[src/rtl/booth_pkg.sv]
package booth_pkg;

    // Datapath widths
    localparam int DATA_W = 16;          // Operand width
    localparam int PROD_W = 2 * DATA_W;  // Full signed product
    localparam int GROUPS = DATA_W / 2;  // Radix-4 groups, two multiplier bits each

    // AXI4-Lite address space, five bits cover the 0x00..0x1C window
    localparam int ADDR_W = 5;

    // Register map, word aligned
    localparam logic [ADDR_W-1:0] REG_OPA    = 5'h00;  // Multiplicand, low 16 bits
    localparam logic [ADDR_W-1:0] REG_OPB    = 5'h04;  // Multiplier, low 16 bits
    localparam logic [ADDR_W-1:0] REG_CTRL   = 5'h08;  // Bit 0 starts, reads zero
    localparam logic [ADDR_W-1:0] REG_STATUS = 5'h0C;  // Bit 0 busy, bit 1 done
    localparam logic [ADDR_W-1:0] REG_RESULT = 5'h10;  // Signed 32-bit product

    // Selected multiple of the multiplicand for one Booth group
    typedef enum logic [2:0] {
        ZERO      = 3'd0,
        PLUS_ONE  = 3'd1,
        PLUS_TWO  = 3'd2,
        MINUS_ONE = 3'd3,
        MINUS_TWO = 3'd4
    } booth_op_e;

    // AXI response codes, only the two this slave returns
    typedef enum logic [1:0] {
        OKAY   = 2'b00,
        SLVERR = 2'b10
    } axi_resp_e;

endpackage

[src/rtl/mul_req_if.sv]
`timescale 1ns/1ps

// Operation request and result path between register block and Booth engine
interface mul_req_if;

    logic [booth_pkg::DATA_W-1:0] a;              // Multiplicand
    logic [booth_pkg::DATA_W-1:0] b;              // Multiplier
    logic                         issue;          // One-cycle start, a and b sampled here
    logic [booth_pkg::PROD_W-1:0] product;        // Signed product
    logic                         product_valid;  // One-cycle, two cycles after issue

    // Register block side
    modport issuer (
        output a,
        output b,
        output issue,
        input  product,
        input  product_valid
    );

    // Multiplier side, always ready
    modport engine (
        input  a,
        input  b,
        input  issue,
        output product,
        output product_valid
    );

endinterface

[src/rtl/booth_encoder.sv]
`timescale 1ns/1ps

module booth_encoder (
    input  logic [2:0]                         group,         // {b[2i+1], b[2i], b[2i-1]}
    input  logic signed [booth_pkg::DATA_W-1:0] multiplicand,
    output booth_pkg::booth_op_e               op,
    output logic signed [booth_pkg::DATA_W:0]   multiple      // One extra bit for the 2x case
);

    logic signed [booth_pkg::DATA_W:0] one_x;  // Sign-extended multiplicand
    logic signed [booth_pkg::DATA_W:0] two_x;  // Multiplicand shifted left by one

    assign one_x = {multiplicand[booth_pkg::DATA_W-1], multiplicand};
    assign two_x = {multiplicand, 1'b0};

    // Standard radix-4 recoding table
    always_comb begin
        case (group)
            3'b001, 3'b010: op = booth_pkg::PLUS_ONE;
            3'b011:         op = booth_pkg::PLUS_TWO;
            3'b100:         op = booth_pkg::MINUS_TWO;
            3'b101, 3'b110: op = booth_pkg::MINUS_ONE;
            default:        op = booth_pkg::ZERO;       // 000 and 111
        endcase
    end

    always_comb begin
        case (op)
            booth_pkg::PLUS_ONE:  multiple = one_x;
            booth_pkg::PLUS_TWO:  multiple = two_x;
            booth_pkg::MINUS_ONE: multiple = -one_x;
            booth_pkg::MINUS_TWO: multiple = -two_x;  // Wraps for -2 * -32768
            default:              multiple = '0;
        endcase
    end

endmodule

[src/rtl/booth_multiplier.sv]
`timescale 1ns/1ps

module booth_multiplier (
    input  logic      clk,
    input  logic      rst_n,
    mul_req_if.engine req
);

    logic [booth_pkg::DATA_W:0]          b_ext;                         // b with implied zero
    booth_pkg::booth_op_e                op       [booth_pkg::GROUPS];
    logic signed [booth_pkg::DATA_W:0]   multiple [booth_pkg::GROUPS];
    logic [booth_pkg::PROD_W-1:0]        pp_comb  [booth_pkg::GROUPS];  // Aligned partials
    logic [booth_pkg::PROD_W-1:0]        pp_q     [booth_pkg::GROUPS];  // Stage 1 registers
    logic                                pp_valid_q;
    logic [booth_pkg::PROD_W-1:0]        sum;

    // Bit -1 of the multiplier is zero for the lowest group
    assign b_ext = {req.b, 1'b0};

    for (genvar g = 0; g < booth_pkg::GROUPS; g++) begin : gen_group
        logic neg;       // Opcode subtracts
        logic ext_sign;  // True sign of the multiple

        booth_encoder u_booth_encoder (
            .group        (b_ext[2*g +: 3]),
            .multiplicand (req.a),
            .op           (op[g]),
            .multiple     (multiple[g])
        );

        assign neg = (op[g] == booth_pkg::MINUS_ONE) || (op[g] == booth_pkg::MINUS_TWO);

        // Sign from opcode and multiplicand, not multiple[DATA_W]
        // -2 * -32768 needs 18 bits and shows up negative in the 17-bit multiple
        assign ext_sign = (op[g] != booth_pkg::ZERO) && (req.a != '0)
                          && (neg ^ req.a[booth_pkg::DATA_W-1]);

        // Sign-extend to product width, then weight by 4^g
        assign pp_comb[g] = {{(booth_pkg::PROD_W-booth_pkg::DATA_W-1){ext_sign}},
                             multiple[g]} << (2*g);
    end

    // Stage 1, partial products
    always_ff @(posedge clk) begin
        if (req.issue) begin
            pp_q <= pp_comb;
        end
    end

    always_ff @(posedge clk or negedge rst_n) begin
        if (!rst_n) begin
            pp_valid_q <= 1'b0;
        end else begin
            pp_valid_q <= req.issue;
        end
    end

    // Adder tree, left to synthesis
    always_comb begin
        sum = '0;
        for (int i = 0; i < booth_pkg::GROUPS; i++) begin
            sum = sum + pp_q[i];  // Modulo 2^PROD_W, carries out are dropped
        end
    end

    // Stage 2, product
    always_ff @(posedge clk) begin
        if (pp_valid_q) begin
            req.product <= sum;
        end
    end

    always_ff @(posedge clk or negedge rst_n) begin
        if (!rst_n) begin
            req.product_valid <= 1'b0;
        end else begin
            req.product_valid <= pp_valid_q;  // Two cycles after issue
        end
    end

endmodule

[src/rtl/mul_regs.sv]
`timescale 1ns/1ps

module mul_regs (
    input  logic                         clk,
    input  logic                         rst_n,
    // Write address and data
    input  logic [booth_pkg::ADDR_W-1:0] awaddr,
    input  logic                         awvalid,
    output logic                         awready,
    input  logic [31:0]                  wdata,
    input  logic                         wvalid,
    output logic                         wready,
    // Write response
    output logic [1:0]                   bresp,
    output logic                         bvalid,
    input  logic                         bready,
    // Read address and data
    input  logic [booth_pkg::ADDR_W-1:0] araddr,
    input  logic                         arvalid,
    output logic                         arready,
    output logic [31:0]                  rdata,
    output logic [1:0]                   rresp,
    output logic                         rvalid,
    input  logic                         rready,
    mul_req_if.issuer                    req
);

    logic                         wr_accept;  // AW and W taken this cycle
    logic                         rd_accept;  // AR taken this cycle
    logic                         start;      // Accepted start while idle
    booth_pkg::axi_resp_e         wr_resp;
    booth_pkg::axi_resp_e         rd_resp;
    logic [31:0]                  rd_data;
    logic [booth_pkg::DATA_W-1:0] opa;
    logic [booth_pkg::DATA_W-1:0] opb;
    logic [booth_pkg::PROD_W-1:0] result;
    logic                         busy;
    logic                         done;

    assign wr_accept = awvalid && awready && wvalid && wready;
    assign rd_accept = arvalid && arready;
    assign start     = wr_accept && (awaddr == booth_pkg::REG_CTRL) && wdata[0] && !busy;

    // Operands go straight out, engine samples them on issue
    assign req.a = opa;
    assign req.b = opb;

    // Write address decode, read-only registers still answer OKAY
    always_comb begin
        case (awaddr)
            booth_pkg::REG_OPA, booth_pkg::REG_OPB, booth_pkg::REG_CTRL,
            booth_pkg::REG_STATUS, booth_pkg::REG_RESULT: wr_resp = booth_pkg::OKAY;
            default:                                      wr_resp = booth_pkg::SLVERR;
        endcase
    end

    // Read mux
    always_comb begin
        rd_resp = booth_pkg::OKAY;
        case (araddr)
            booth_pkg::REG_OPA:    rd_data = {{(32-booth_pkg::DATA_W){1'b0}}, opa};
            booth_pkg::REG_OPB:    rd_data = {{(32-booth_pkg::DATA_W){1'b0}}, opb};
            booth_pkg::REG_CTRL:   rd_data = '0;                    // Start bit is self-clearing
            booth_pkg::REG_STATUS: rd_data = {30'b0, done, busy};
            booth_pkg::REG_RESULT: rd_data = result;
            default: begin
                rd_data = '0;
                rd_resp = booth_pkg::SLVERR;
            end
        endcase
    end

    // Write channel, both readies pulse together for one cycle
    always_ff @(posedge clk or negedge rst_n) begin
        if (!rst_n) begin
            awready <= 1'b0;
            wready  <= 1'b0;
            bvalid  <= 1'b0;
        end else begin
            if (wr_accept) begin
                awready <= 1'b0;
                wready  <= 1'b0;
            end else if (awvalid && wvalid && !bvalid && !awready) begin
                awready <= 1'b1;  // Only with no response pending
                wready  <= 1'b1;
            end
            if (wr_accept) begin
                bvalid <= 1'b1;
            end else if (bready) begin
                bvalid <= 1'b0;   // Held until the master takes it
            end
        end
    end

    always_ff @(posedge clk) begin
        if (wr_accept) begin
            bresp <= wr_resp;
            if (awaddr == booth_pkg::REG_OPA) opa <= wdata[booth_pkg::DATA_W-1:0];
            if (awaddr == booth_pkg::REG_OPB) opb <= wdata[booth_pkg::DATA_W-1:0];
        end
    end

    // Read channel, arready low only while a response waits
    always_ff @(posedge clk or negedge rst_n) begin
        if (!rst_n) begin
            arready <= 1'b0;
            rvalid  <= 1'b0;
        end else if (rd_accept) begin
            arready <= 1'b0;
            rvalid  <= 1'b1;
        end else if (rvalid && rready) begin
            arready <= 1'b1;
            rvalid  <= 1'b0;
        end else begin
            arready <= !rvalid;  // First cycle out of reset
        end
    end

    always_ff @(posedge clk) begin
        if (rd_accept) begin
            rdata <= rd_data;  // Stable until rready
            rresp <= rd_resp;
        end
    end

    // Operation control, one in flight at a time
    always_ff @(posedge clk or negedge rst_n) begin
        if (!rst_n) begin
            req.issue <= 1'b0;
            busy      <= 1'b0;
            done      <= 1'b0;
        end else begin
            req.issue <= start;  // Start while busy is dropped
            if (start) begin
                busy <= 1'b1;
                done <= 1'b0;
            end else if (req.product_valid) begin
                busy <= 1'b0;
                done <= 1'b1;
            end
        end
    end

    always_ff @(posedge clk) begin
        if (req.product_valid) begin
            result <= req.product;
        end
    end

endmodule

[src/rtl/booth_mul_top.sv]
`timescale 1ns/1ps

module booth_mul_top (
    input  logic                         clk,
    input  logic                         rst_n,
    input  logic [booth_pkg::ADDR_W-1:0] awaddr,
    input  logic                         awvalid,
    output logic                         awready,
    input  logic [31:0]                  wdata,
    input  logic                         wvalid,
    output logic                         wready,
    output logic [1:0]                   bresp,
    output logic                         bvalid,
    input  logic                         bready,
    input  logic [booth_pkg::ADDR_W-1:0] araddr,
    input  logic                         arvalid,
    output logic                         arready,
    output logic [31:0]                  rdata,
    output logic [1:0]                   rresp,
    output logic                         rvalid,
    input  logic                         rready
);

    mul_req_if mul_req ();  // Operands, issue and product

    // AXI4-Lite register block, issues one operation at a time
    mul_regs u_mul_regs (
        .clk     (clk),
        .rst_n   (rst_n),
        .awaddr  (awaddr),
        .awvalid (awvalid),
        .awready (awready),
        .wdata   (wdata),
        .wvalid  (wvalid),
        .wready  (wready),
        .bresp   (bresp),
        .bvalid  (bvalid),
        .bready  (bready),
        .araddr  (araddr),
        .arvalid (arvalid),
        .arready (arready),
        .rdata   (rdata),
        .rresp   (rresp),
        .rvalid  (rvalid),
        .rready  (rready),
        .req     (mul_req.issuer)
    );

    // Two-stage Booth engine
    booth_multiplier u_booth_multiplier (
        .clk   (clk),
        .rst_n (rst_n),
        .req   (mul_req.engine)
    );

endmodule

[config.mk]
export PLATFORM = sky130hd
export DESIGN_NAME = booth_mul_top
export DESIGN_NICKNAME = d
export VERILOG_FILES = /design/src/rtl/booth_pkg.sv /design/src/rtl/mul_req_if.sv /design/src/rtl/booth_encoder.sv /design/src/rtl/booth_multiplier.sv /design/src/rtl/mul_regs.sv /design/src/rtl/booth_mul_top.sv
export SDC_FILE = /design/constraint.sdc
export NUM_CORES = 1
export LEC_CHECK = 0
export BUFFER_PORTS_ARGS = -buffer_cell sky130_fd_sc_hd__buf_2
export CAP_MARGIN = 15
export CELL_PAD_IN_SITES_DETAIL_PLACEMENT = 2
export CELL_PAD_IN_SITES_GLOBAL_PLACEMENT = 2
export CORE_UTILIZATION = 30
export CTS_CLUSTER_SIZE = 12
export DETAILED_ROUTE_END_ITERATION = 10
export GPL_TIMING_DRIVEN = 0
export PLACE_DENSITY = 0.67
export SLEW_MARGIN = 40
export SYNTH_ARGS = -nofsm -noshare
export SYNTH_HDL_FRONTEND = slang
export SYNTH_SLANG_ARGS = --single-unit
[constraint.sdc]
create_clock -name clk -period 16.9 [get_ports clk]
set_clock_uncertainty 0.1 [all_clocks]
set_input_delay 3.38 -clock clk [delete_from_list [all_inputs] [get_ports clk]]
set_output_delay 3.38 -clock clk [all_outputs]
set_load 0.01 [all_outputs]
# Word level (Yosys, flattened, before mapping)
# Index checks and enable logic that the tools add are counted.
classes:
  n_div: 0
  reduce_logical: 72
  addsub: 9
  eq_ne: 85
  n_bitwise: 8
  shift: 0
  order_cmp: 0
  n_mux: 31
  multipliers: 0
op_table:
  columns: ["operator", "n"]
  rows:
  - ["17-bit one-hot mux with 4 select lines", 8]
  - ["32-bit adder", 5]
  - ["32-bit one-hot mux with 4 select lines", 1]
  - ["3-bit by 2-bit equality test with 1-bit output, second input constant", 30]
  - ["3-bit equality test, second input constant", 29]
  - ["3-bit one-hot mux with 4 select lines", 7]
  - ["3-bit by 1-bit equality test with 1-bit output, second input constant", 15]
  - ["2-bit OR reduction", 14]
  - ["1-bit logical AND", 27]
  - ["3-bit nonzero test", 8]
  - ["21-bit by 22-bit adder with 23-bit output", 1]
  - ["18-bit by 20-bit adder with 21-bit output", 1]
  - ["5-bit by 4-bit equality test with 1-bit output, second input constant", 4]
  - ["16-bit negator with 17-bit output", 1]
  - ["17-bit negator", 1]
  - ["16-bit nonzero test", 1]
  - ["1-bit two-way mux", 12]
  - ["5-bit by 3-bit equality test with 1-bit output, second input constant", 2]
  - ["5-bit equality test, second input constant", 2]
  - ["5-bit logical NOT", 2]
  - ["5-bit OR reduction", 2]
  - ["3-bit one-hot mux with 3 select lines", 1]
  - ["1-bit logical OR", 8]
  - ["2-bit nonzero test", 4]
  - ["6 further kinds", 19]
word_totals:
  mem_count: 0
  ramBits: 0
  elab_cells: 229
  reg_bits: 285
  input_bits: 49
  latchBits: 0
  mem_bits_ro: 0

# Logic depth before layout (Yosys ltp)
# Gate-level depths: netlist of run 1.
depth:
  depth_word: 7
  ltp_mapped: 31

# By module
# From an unflattened synthesis of run 1, not the netlist that was laid out.
unflattened:
  hier_cells: 2082
  hier_area_um2: 21484.4
modules_own_cells:
  columns: ["mod", "n_inst", "area_each_um2", "cells_each"]
  rows:
  - ["booth_multiplier", 1, 10173.5, 736]
  - ["booth_encoder", 8, 934.6, 143]
  - ["mul_regs", 1, 3833.7, 202]

# Worst setup path before layout of run 1
# OpenSTA, ideal clock, no wires.
synth_path:
  path_type: "reg-to-reg"
  from: "register u_booth_multiplier.pp_q[105] in the netlist's numbering"
  to: "register u_booth_multiplier.req.product[31] (data pin)"
  setup_slack_ps: 9824
  t_arrival_ps: 6708
  n_path_buf: 0
  synth_period_minus_slack_ps: 7076
  path_stages_with_launch: 31
  path_cell_list: "edfxtp_1 -> inv_1 -> fa_1 -> inv_1 -> fa_1 -> inv_1 -> fa_1 -> inv_1 -> ha_1 -> nand2_1 -> o21ai_0 -> a21oi_1 -> or3_1 -> a311oi_1 -> nand3_1 -> a21boi_0 -> nor2_1 -> xnor2_1 -> fa_1 -> inv_1 -> fa_1 -> inv_1 -> ha_1 -> nand2_1 -> o21ai_0 -> o41ai_1 -> nand4b_1 -> a41oi_1 -> o21a_1 -> nor2_1 -> xnor3_1"
synth_via:
  elab_chain_len: 4
synth_lines:
  columns: ["element", "line_no", "source"]
  rows:
  - ["start: declaration", "booth_multiplier.sv:13", "logic [booth_pkg::PROD_W-1:0] pp_q [booth_pkg::GROUPS];"]
  - ["start signal: assignment", "booth_multiplier.sv:46", "pp_q <= pp_comb;"]
  - ["32-bit adder (4 in series)", "booth_multiplier.sv:62", "sum = sum + pp_q[i];"]
  - ["named net u_booth_multiplier.sum, one bit", "booth_multiplier.sv:15", "logic [booth_pkg::PROD_W-1:0] sum;"]
  - ["end signal: assignment", "booth_multiplier.sv:69", "req.product <= sum;"]
  - ["end: declaration", "mul_req_if.sv:26", "output product,"]
# The timed path passes the listed nets, and every way through them passes these cells.
# A chain may end at the register's enable or synchronous reset.

# Final worst setup path of run 1
# Same ends and word-level chain as after synthesis.

==> run metrics, run 1 <==
status complete, no violations; Min-Delay Path Class flip-flop to flip-flop; # diodes 0; final slew viol count 0; GR Util met1 32.0%; Clock Sinks 283; # rows 92; ys flop type edfxtp_1; Mapped Cells 1959; placed insts 2888; Root Buffer clkbuf_16; Async S/R FF share, synth 3.18%; GP Congestion 0.931; Worst setup EP type flip-flop; # resized after CTS 0; number of synthesized register bits 283; Worst path max stage delay 0.69 ns; CTS Buf Count 38; Avg Synthesized Cell Area 9.91 um2; Worst Tran Pin Value 0.944 ns; global-route wire length before repair 120000 um; post-CTS setup buffers 0; number of synthesized flops with an enable pin 274; die area 0.0658 mm2; CTS Hold Bufs 0; port bufs 69; Crit Path Class flip-flop to flip-flop; Seq. cell area 0.00846 mm2; crit-path max FO 5; wire per inst 27.9 um; Via-to-Cell Ratio 5.54; Buf+Inv Stages, Crit Path 6; main combinational cell family by area after synthesis compound AO/OA/AOI/OAI gates; Syn. warnings 0; htree depth 2; CP delay by family, top adder cells; crit-path most repeated cell inv_1; final instance area 0.0224 mm2; most common cell after layout, fill and taps aside edfxtp_1; Ports 90; final setup vio count 0; Worst EP required 17.10 ns; area of placed instances 0.0212 mm2; CP max-delay cell o41ai_1; simple-gate share of the synthesized area 9.32%; share of layout cells above drive strength 1 10.3%; Die Ht 256 um; initial DRC count 1300; vias in the first global route 17600; final wirelength 82500 um; Min Clock Period, post-route 8.38 ns; largest net degree at the start of global routing 43; met3 usage 3.98%; via count 16400; Starting Density 30.6%; Layout area overhead 15.3%; Peak VDD IR 0.0000546 V; DR pass1 iterations 6; most frequent cells in the layout edfxtp_1, inv_1, o21ai_0; top-area cell type share of the netlist area 42.4%; top cells by area, synth edfxtp_1, fa_1, o21ai_0; Post-Syn Area 0.0194 mm2; Synth area leader edfxtp_1; Final Hold Fails 0; PwrDens 72.7 mW/mm2; global routing's busiest layer met2; Synth Area in Adders 13.6%; fin crit share 49.6%; post-route setup TNS 0 ns; Synth Area in Compound Gates 17.9%; Die W 256 um; # fillers 7007; NumNets Final 2285; DRC violations left 0; Multi-input gate area 0.00944 mm2; antenna violations before repair 3; final non-filler cell total 2957; gr usage total 24.9%; Slew headroom 36.6%; RSZ-0062 raised after global routing false; Worst EP arrival 8.58 ns; clock buffer depth 3; met2 usage 41.6%; Post-DP HPWL 63000 um; core box area 0.0635 mm2; sequential area share after synthesis 43.5%; xor/xnor cell area share of the yosys netlist 4.66%; TritonCTS clock tree yes; worst skew pair latency 0.58 ns; antenna-violating nets left 0; leakage dissipation 8.91 nW; synth unique cells 70; max-cap viol count 0; clock-pin transition on the worst setup and hold timing paths 0.06 ns; grt total ovfl 0; fmax 119 MHz; crit path launch type flip-flop; multiplexer share of the synthesized area 2.47%
[stage by stage]
stage | total power [mW] | utilization, % | worst slack [ns] | hold slack [ns]
3_5_place_dp | 0.829 | 33.3 | 8.46 | 0.306
5_1_grt | 1.67 | 35.3 | 8.10 | 0.326
3_3_place_gp | 0.826 | 32.8 | 8.39 | 0.300
6_report | 1.63 | 35.3 | 8.52 | 0.312
4_1_cts | 1.64 | 35.2 | 8.40 | 0.315
2_1_floorplan | 0.806 | - | 9.82 | 0.300
[state kept, by name (all words and copies together) (netlist names)]
register	count
u_booth_multiplier.pp_q	144
u_booth_multiplier.pp_valid_q	1
u_booth_multiplier.req.product	32
u_booth_multiplier.req.product_valid	1
u_mul_regs.arready	1
u_mul_regs.awready	1
u_mul_regs.bresp	1
u_mul_regs.busy	1
u_mul_regs.bvalid	1
u_mul_regs.done	1
u_mul_regs.rdata	32
u_mul_regs.req.a	16
u_mul_regs.req.b	16
u_mul_regs.req.issue	1
u_mul_regs.result	32
u_mul_regs.rresp	1
u_mul_regs.rvalid	1
[worst paths after layout]
path | start | endpoint | slack (ns) | cells after the start
worst min-delay path | u_booth_multiplier.req.product[29] | u_mul_regs.result[29] | 0.31 | 0
worst max register to register | u_booth_multiplier.pp_q[105] | u_booth_multiplier.req.product[31] | 8.52 | 30
max in group asynchronous | rst_n | u_mul_regs.req.issue | 13.94 | 1
min in group asynchronous | rst_n | u_mul_regs.awready | 2.56 | 1
worst min register to register | u_booth_multiplier.req.product[29] | u_mul_regs.result[29] | 0.31 | 0
worst max-delay path | u_booth_multiplier.pp_q[105] | u_booth_multiplier.req.product[31] | 8.52 | 30
[worst reg2reg max path: cells and delay by family (launching register included)]
kind	cells	cell delay, ns
buffers and inverters	6	0.34
AOI/OAI and AO/OA	9	2.58
adders and majority gates	7	3.22
and+or+nand+nor	6	1.15
DFF	1	0.33
xor gates and xnor gates	2	0.41
[cells in the mapped netlist (all sizes together), types with 4 or more instances]
library cell	number
nor2	93
o21ai	233
a22oi	15
o21a	10
xnor2	77
nand2b	29
mux2i	48
o22ai	12
nor3	12
and2	14
a221o	6
nor2b	24
a21oi	133
and3	21
a221oi	70
o22a	6
xor2	22
dfrtp	9
clkbuf	124
or3	11
a31oi	9
o21bai	10
buf	36
a21o	13
inv	262
nand3	9
nand2	158
a21boi	5
or2	4
o211ai	6
fa	98
ha	55
edfxtp	274
a222oi	9
[final cells by class]
| type | count | area share [%] |
|---|---|---|
| Timing Repair Buffer | 83 | 2.44 |
| Multi-Input combinational cell | 1254 | 42.1 |
| Buffer | 160 | 3.05 |
| Clock inverter | 22 | 0.989 |
| Inverter | 263 | 4.41 |
| Clock buffer | 46 | 4.47 |
| Tap cell | 846 | 4.73 |
| Sequential cell | 283 | 37.8 |
[kinds of logic after synthesis]
kind of cell / Yosys count
and+or+nand+nor: 389
AOI/OAI and AO/OA: 562
DFF: 283
adders and majority gates: 153
muxes: 48
xor gates and xnor gates: 100
buffers and inverters: 423
other: 1
[power by group]
part / internal, mW / leakage [nW] / switching (mW)
logic: 0.0143 / 5.72 / 0.0265
registers: 0.770 / 2.59 / 0.00324
clock network: 0.484 / 0.594 / 0.330
[metal layers]
metal	part of all wire (%)	routed length, um
met5	0	0
met4	4.1	3400
met3	5.9	4860
met2	48	39500
met1	42	34700
Note: power is estimated with default switching activity, not from simulation.
==> run 2: changes to the inputs <==
==> constraint.sdc (replaced) <==
create_clock -name clk -period 8.76 [get_ports clk]
set_clock_uncertainty 0.1 [all_clocks]
set_input_delay 1.752 -clock clk [delete_from_list [all_inputs] [get_ports clk]]
set_output_delay 1.752 -clock clk [all_outputs]
set_load 0.01 [all_outputs]
==> run metrics, run 2 (synthesis gave the netlist of run 1 again) <==
max-cap viol count 0 (unchanged); Layout area overhead 15.4% (was 15.3%); Min Clock Period, post-route 8.19 ns (was 8.38 ns); post-layout util 35.3% (about the same); Clock Sinks 283 (unchanged); Worst path max stage delay 0.61 ns (was 0.69 ns); most common cell after layout, fill and taps aside edfxtp_1 (unchanged); CP max-delay cell fa_1 (was o41ai_1); Die W 256 um (unchanged); core box area 0.0635 mm2 (unchanged); Root Buffer clkbuf_16 (unchanged); DRC violations left 0 (unchanged); largest net degree at the start of global routing 43 (unchanged); most frequent cells in the layout edfxtp_1, inv_1, o21ai_0 (unchanged); # rows 92 (unchanged); share of layout cells above drive strength 1 10.4% (was 10.3%); vias in the first global route 17600 (unchanged); Peak VDD IR 0.000105 V (was 0.0000546 V); critical path launch point u_booth_multiplier.pp_q[105] (unchanged); Buf+Inv Stages, Crit Path 6 (unchanged); Worst EP required 8.96 ns (was 17.10 ns); flop-to-flop setup slack 0.57 ns (was 8.52 ns); Ports 90 (unchanged); wl on met1 34700 um (about the same); Largest Register u_booth_multiplier.pp_q (unchanged); Die Ht 256 um (unchanged); antenna violations before repair 3 (unchanged); global-route wire length before repair 120000 um (unchanged); status complete, no violations (unchanged); routed wl met3 4930 um (was 4860 um); Worst Hold Slack 0.311 ns (was 0.312 ns); TritonCTS clock tree yes (unchanged); CTS Buf Count 38 (unchanged); die area 0.0658 mm2 (unchanged); Worst setup EP type flip-flop (unchanged); crit-path max FO 5 (unchanged); crit-path most repeated cell inv_1 (unchanged); clock-pin transition on the worst setup and hold timing paths 0.06 ns (about the same); Final Hold Fails 0 (unchanged); grt total ovfl 0 (unchanged); reg2reg path depth 30 (unchanged); Worst Tran Pin Value 0.946 ns (was 0.944 ns); worst skew pair latency 0.58 ns (about the same); fin crit share 93.5% (was 49.6%); Min-Delay Path Class flip-flop to flip-flop (unchanged); RSZ-0062 raised after global routing false (unchanged); clock buffer depth 3 (unchanged); gr usage total 24.9% (unchanged); via count 16400 (about the same); PwrDens 140 mW/mm2 (was 72.7 mW/mm2); fmax 122 MHz (was 119 MHz); Starting Density 30.6% (unchanged); max FFs per register 144 (unchanged); GP Congestion 0.931 (unchanged); critical hold path startpoint u_booth_multiplier.req.product[29] (unchanged); Slew headroom 36.5% (was 36.6%); hold-critical path depth 0 (unchanged); Crit Reg-Reg Startpoint u_booth_multiplier.pp_q[105] (unchanged); post-CTS setup buffers 0 (unchanged); post-route setup TNS 0 ns (unchanged); htree depth 2 (unchanged); instance count on the critical path 30 (unchanged); Via-to-Cell Ratio 5.54 (about the same); antenna-violating nets left 0 (unchanged); final setup vio count 0 (unchanged); CP delay by family, top adder cells (unchanged); DR pass1 iterations 6 (unchanged); Max Used Layer met4 (unchanged); initial DRC count 1300 (unchanged); Post-DP HPWL 63000 um (unchanged); DR WL met2 39500 um (about the same); Crit Path Class flip-flop to flip-flop (unchanged); Worst EP arrival 8.39 ns (was 8.58 ns); port bufs 69 (unchanged); NumNets Final 2285 (unchanged); crit path launch type flip-flop (unchanged); final slew viol count 0 (unchanged); leakage dissipation 8.91 nW (about the same); # diodes 0 (unchanged); wire per inst 27.9 um (about the same); final wirelength 82500 um (about the same)
[run 2: cell count changes in the layout (fill, tap and decap cells not counted)]
cell / before / now
o41ai_1: 2 / 1
o41ai_2: 0 / 1
[run 2: cell type report]
| type | count | area, um2 |
|---|---|---|
| buffer | 160 | 683 |
| sequential | 283 | 8460 |
| inverter | 263 | 987 |
| clock inverter | 22 | 221 |
| fill | 7007 | 41100 |
| timing repair buffer | 83 | 547 |
| tap | 846 | 1060 |
| multi-input combinational | 1254 | 9450 |
| clock buffer | 46 | 1000 |
[run 2: metrics by stage]
step	area [um2]	total power [mW]	cells	worst slack, ns
6_report	22400	3.14	2957	0.572
3_5_place_dp	21200	1.60	2888	0.324
5_1_grt	22400	3.22	2957	0.191
3_3_place_gp	20800	1.59	2875	0.252
2_1_floorplan	19400	1.56	1960	1.68
4_1_cts	22400	3.17	2956	0.256
[run 2: final timing paths]
kind,endpoint
min in group asynchronous,u_mul_regs.awready
max in group asynchronous,u_mul_regs.req.issue
min reg2reg,u_mul_regs.result[29]
max,u_booth_multiplier.req.product[31]
max reg2reg,u_booth_multiplier.req.product[31]
min,u_mul_regs.result[29]
[run 2: power breakdown]
part	switching (mW)	internal [mW]	total (mW)
Combinational	0.0510	0.0277	0.0787
Sequential	0.00625	1.48	1.49
Clock	0.637	0.934	1.57
Total	0.694	2.45	3.14
[run 2: metal layers]
metal	vias up	GRT usage [%]
met3	178	3.98
met2	625	41.6
li1	7071	-
met4	0	10.1
met5	-	0
met1	8498	32.0
[run 2: repair_timing]
item	in CTS	in global routing
hold buffers	0	0
gates resized for setup	0	1
endpoints found under the setup margin	0	1
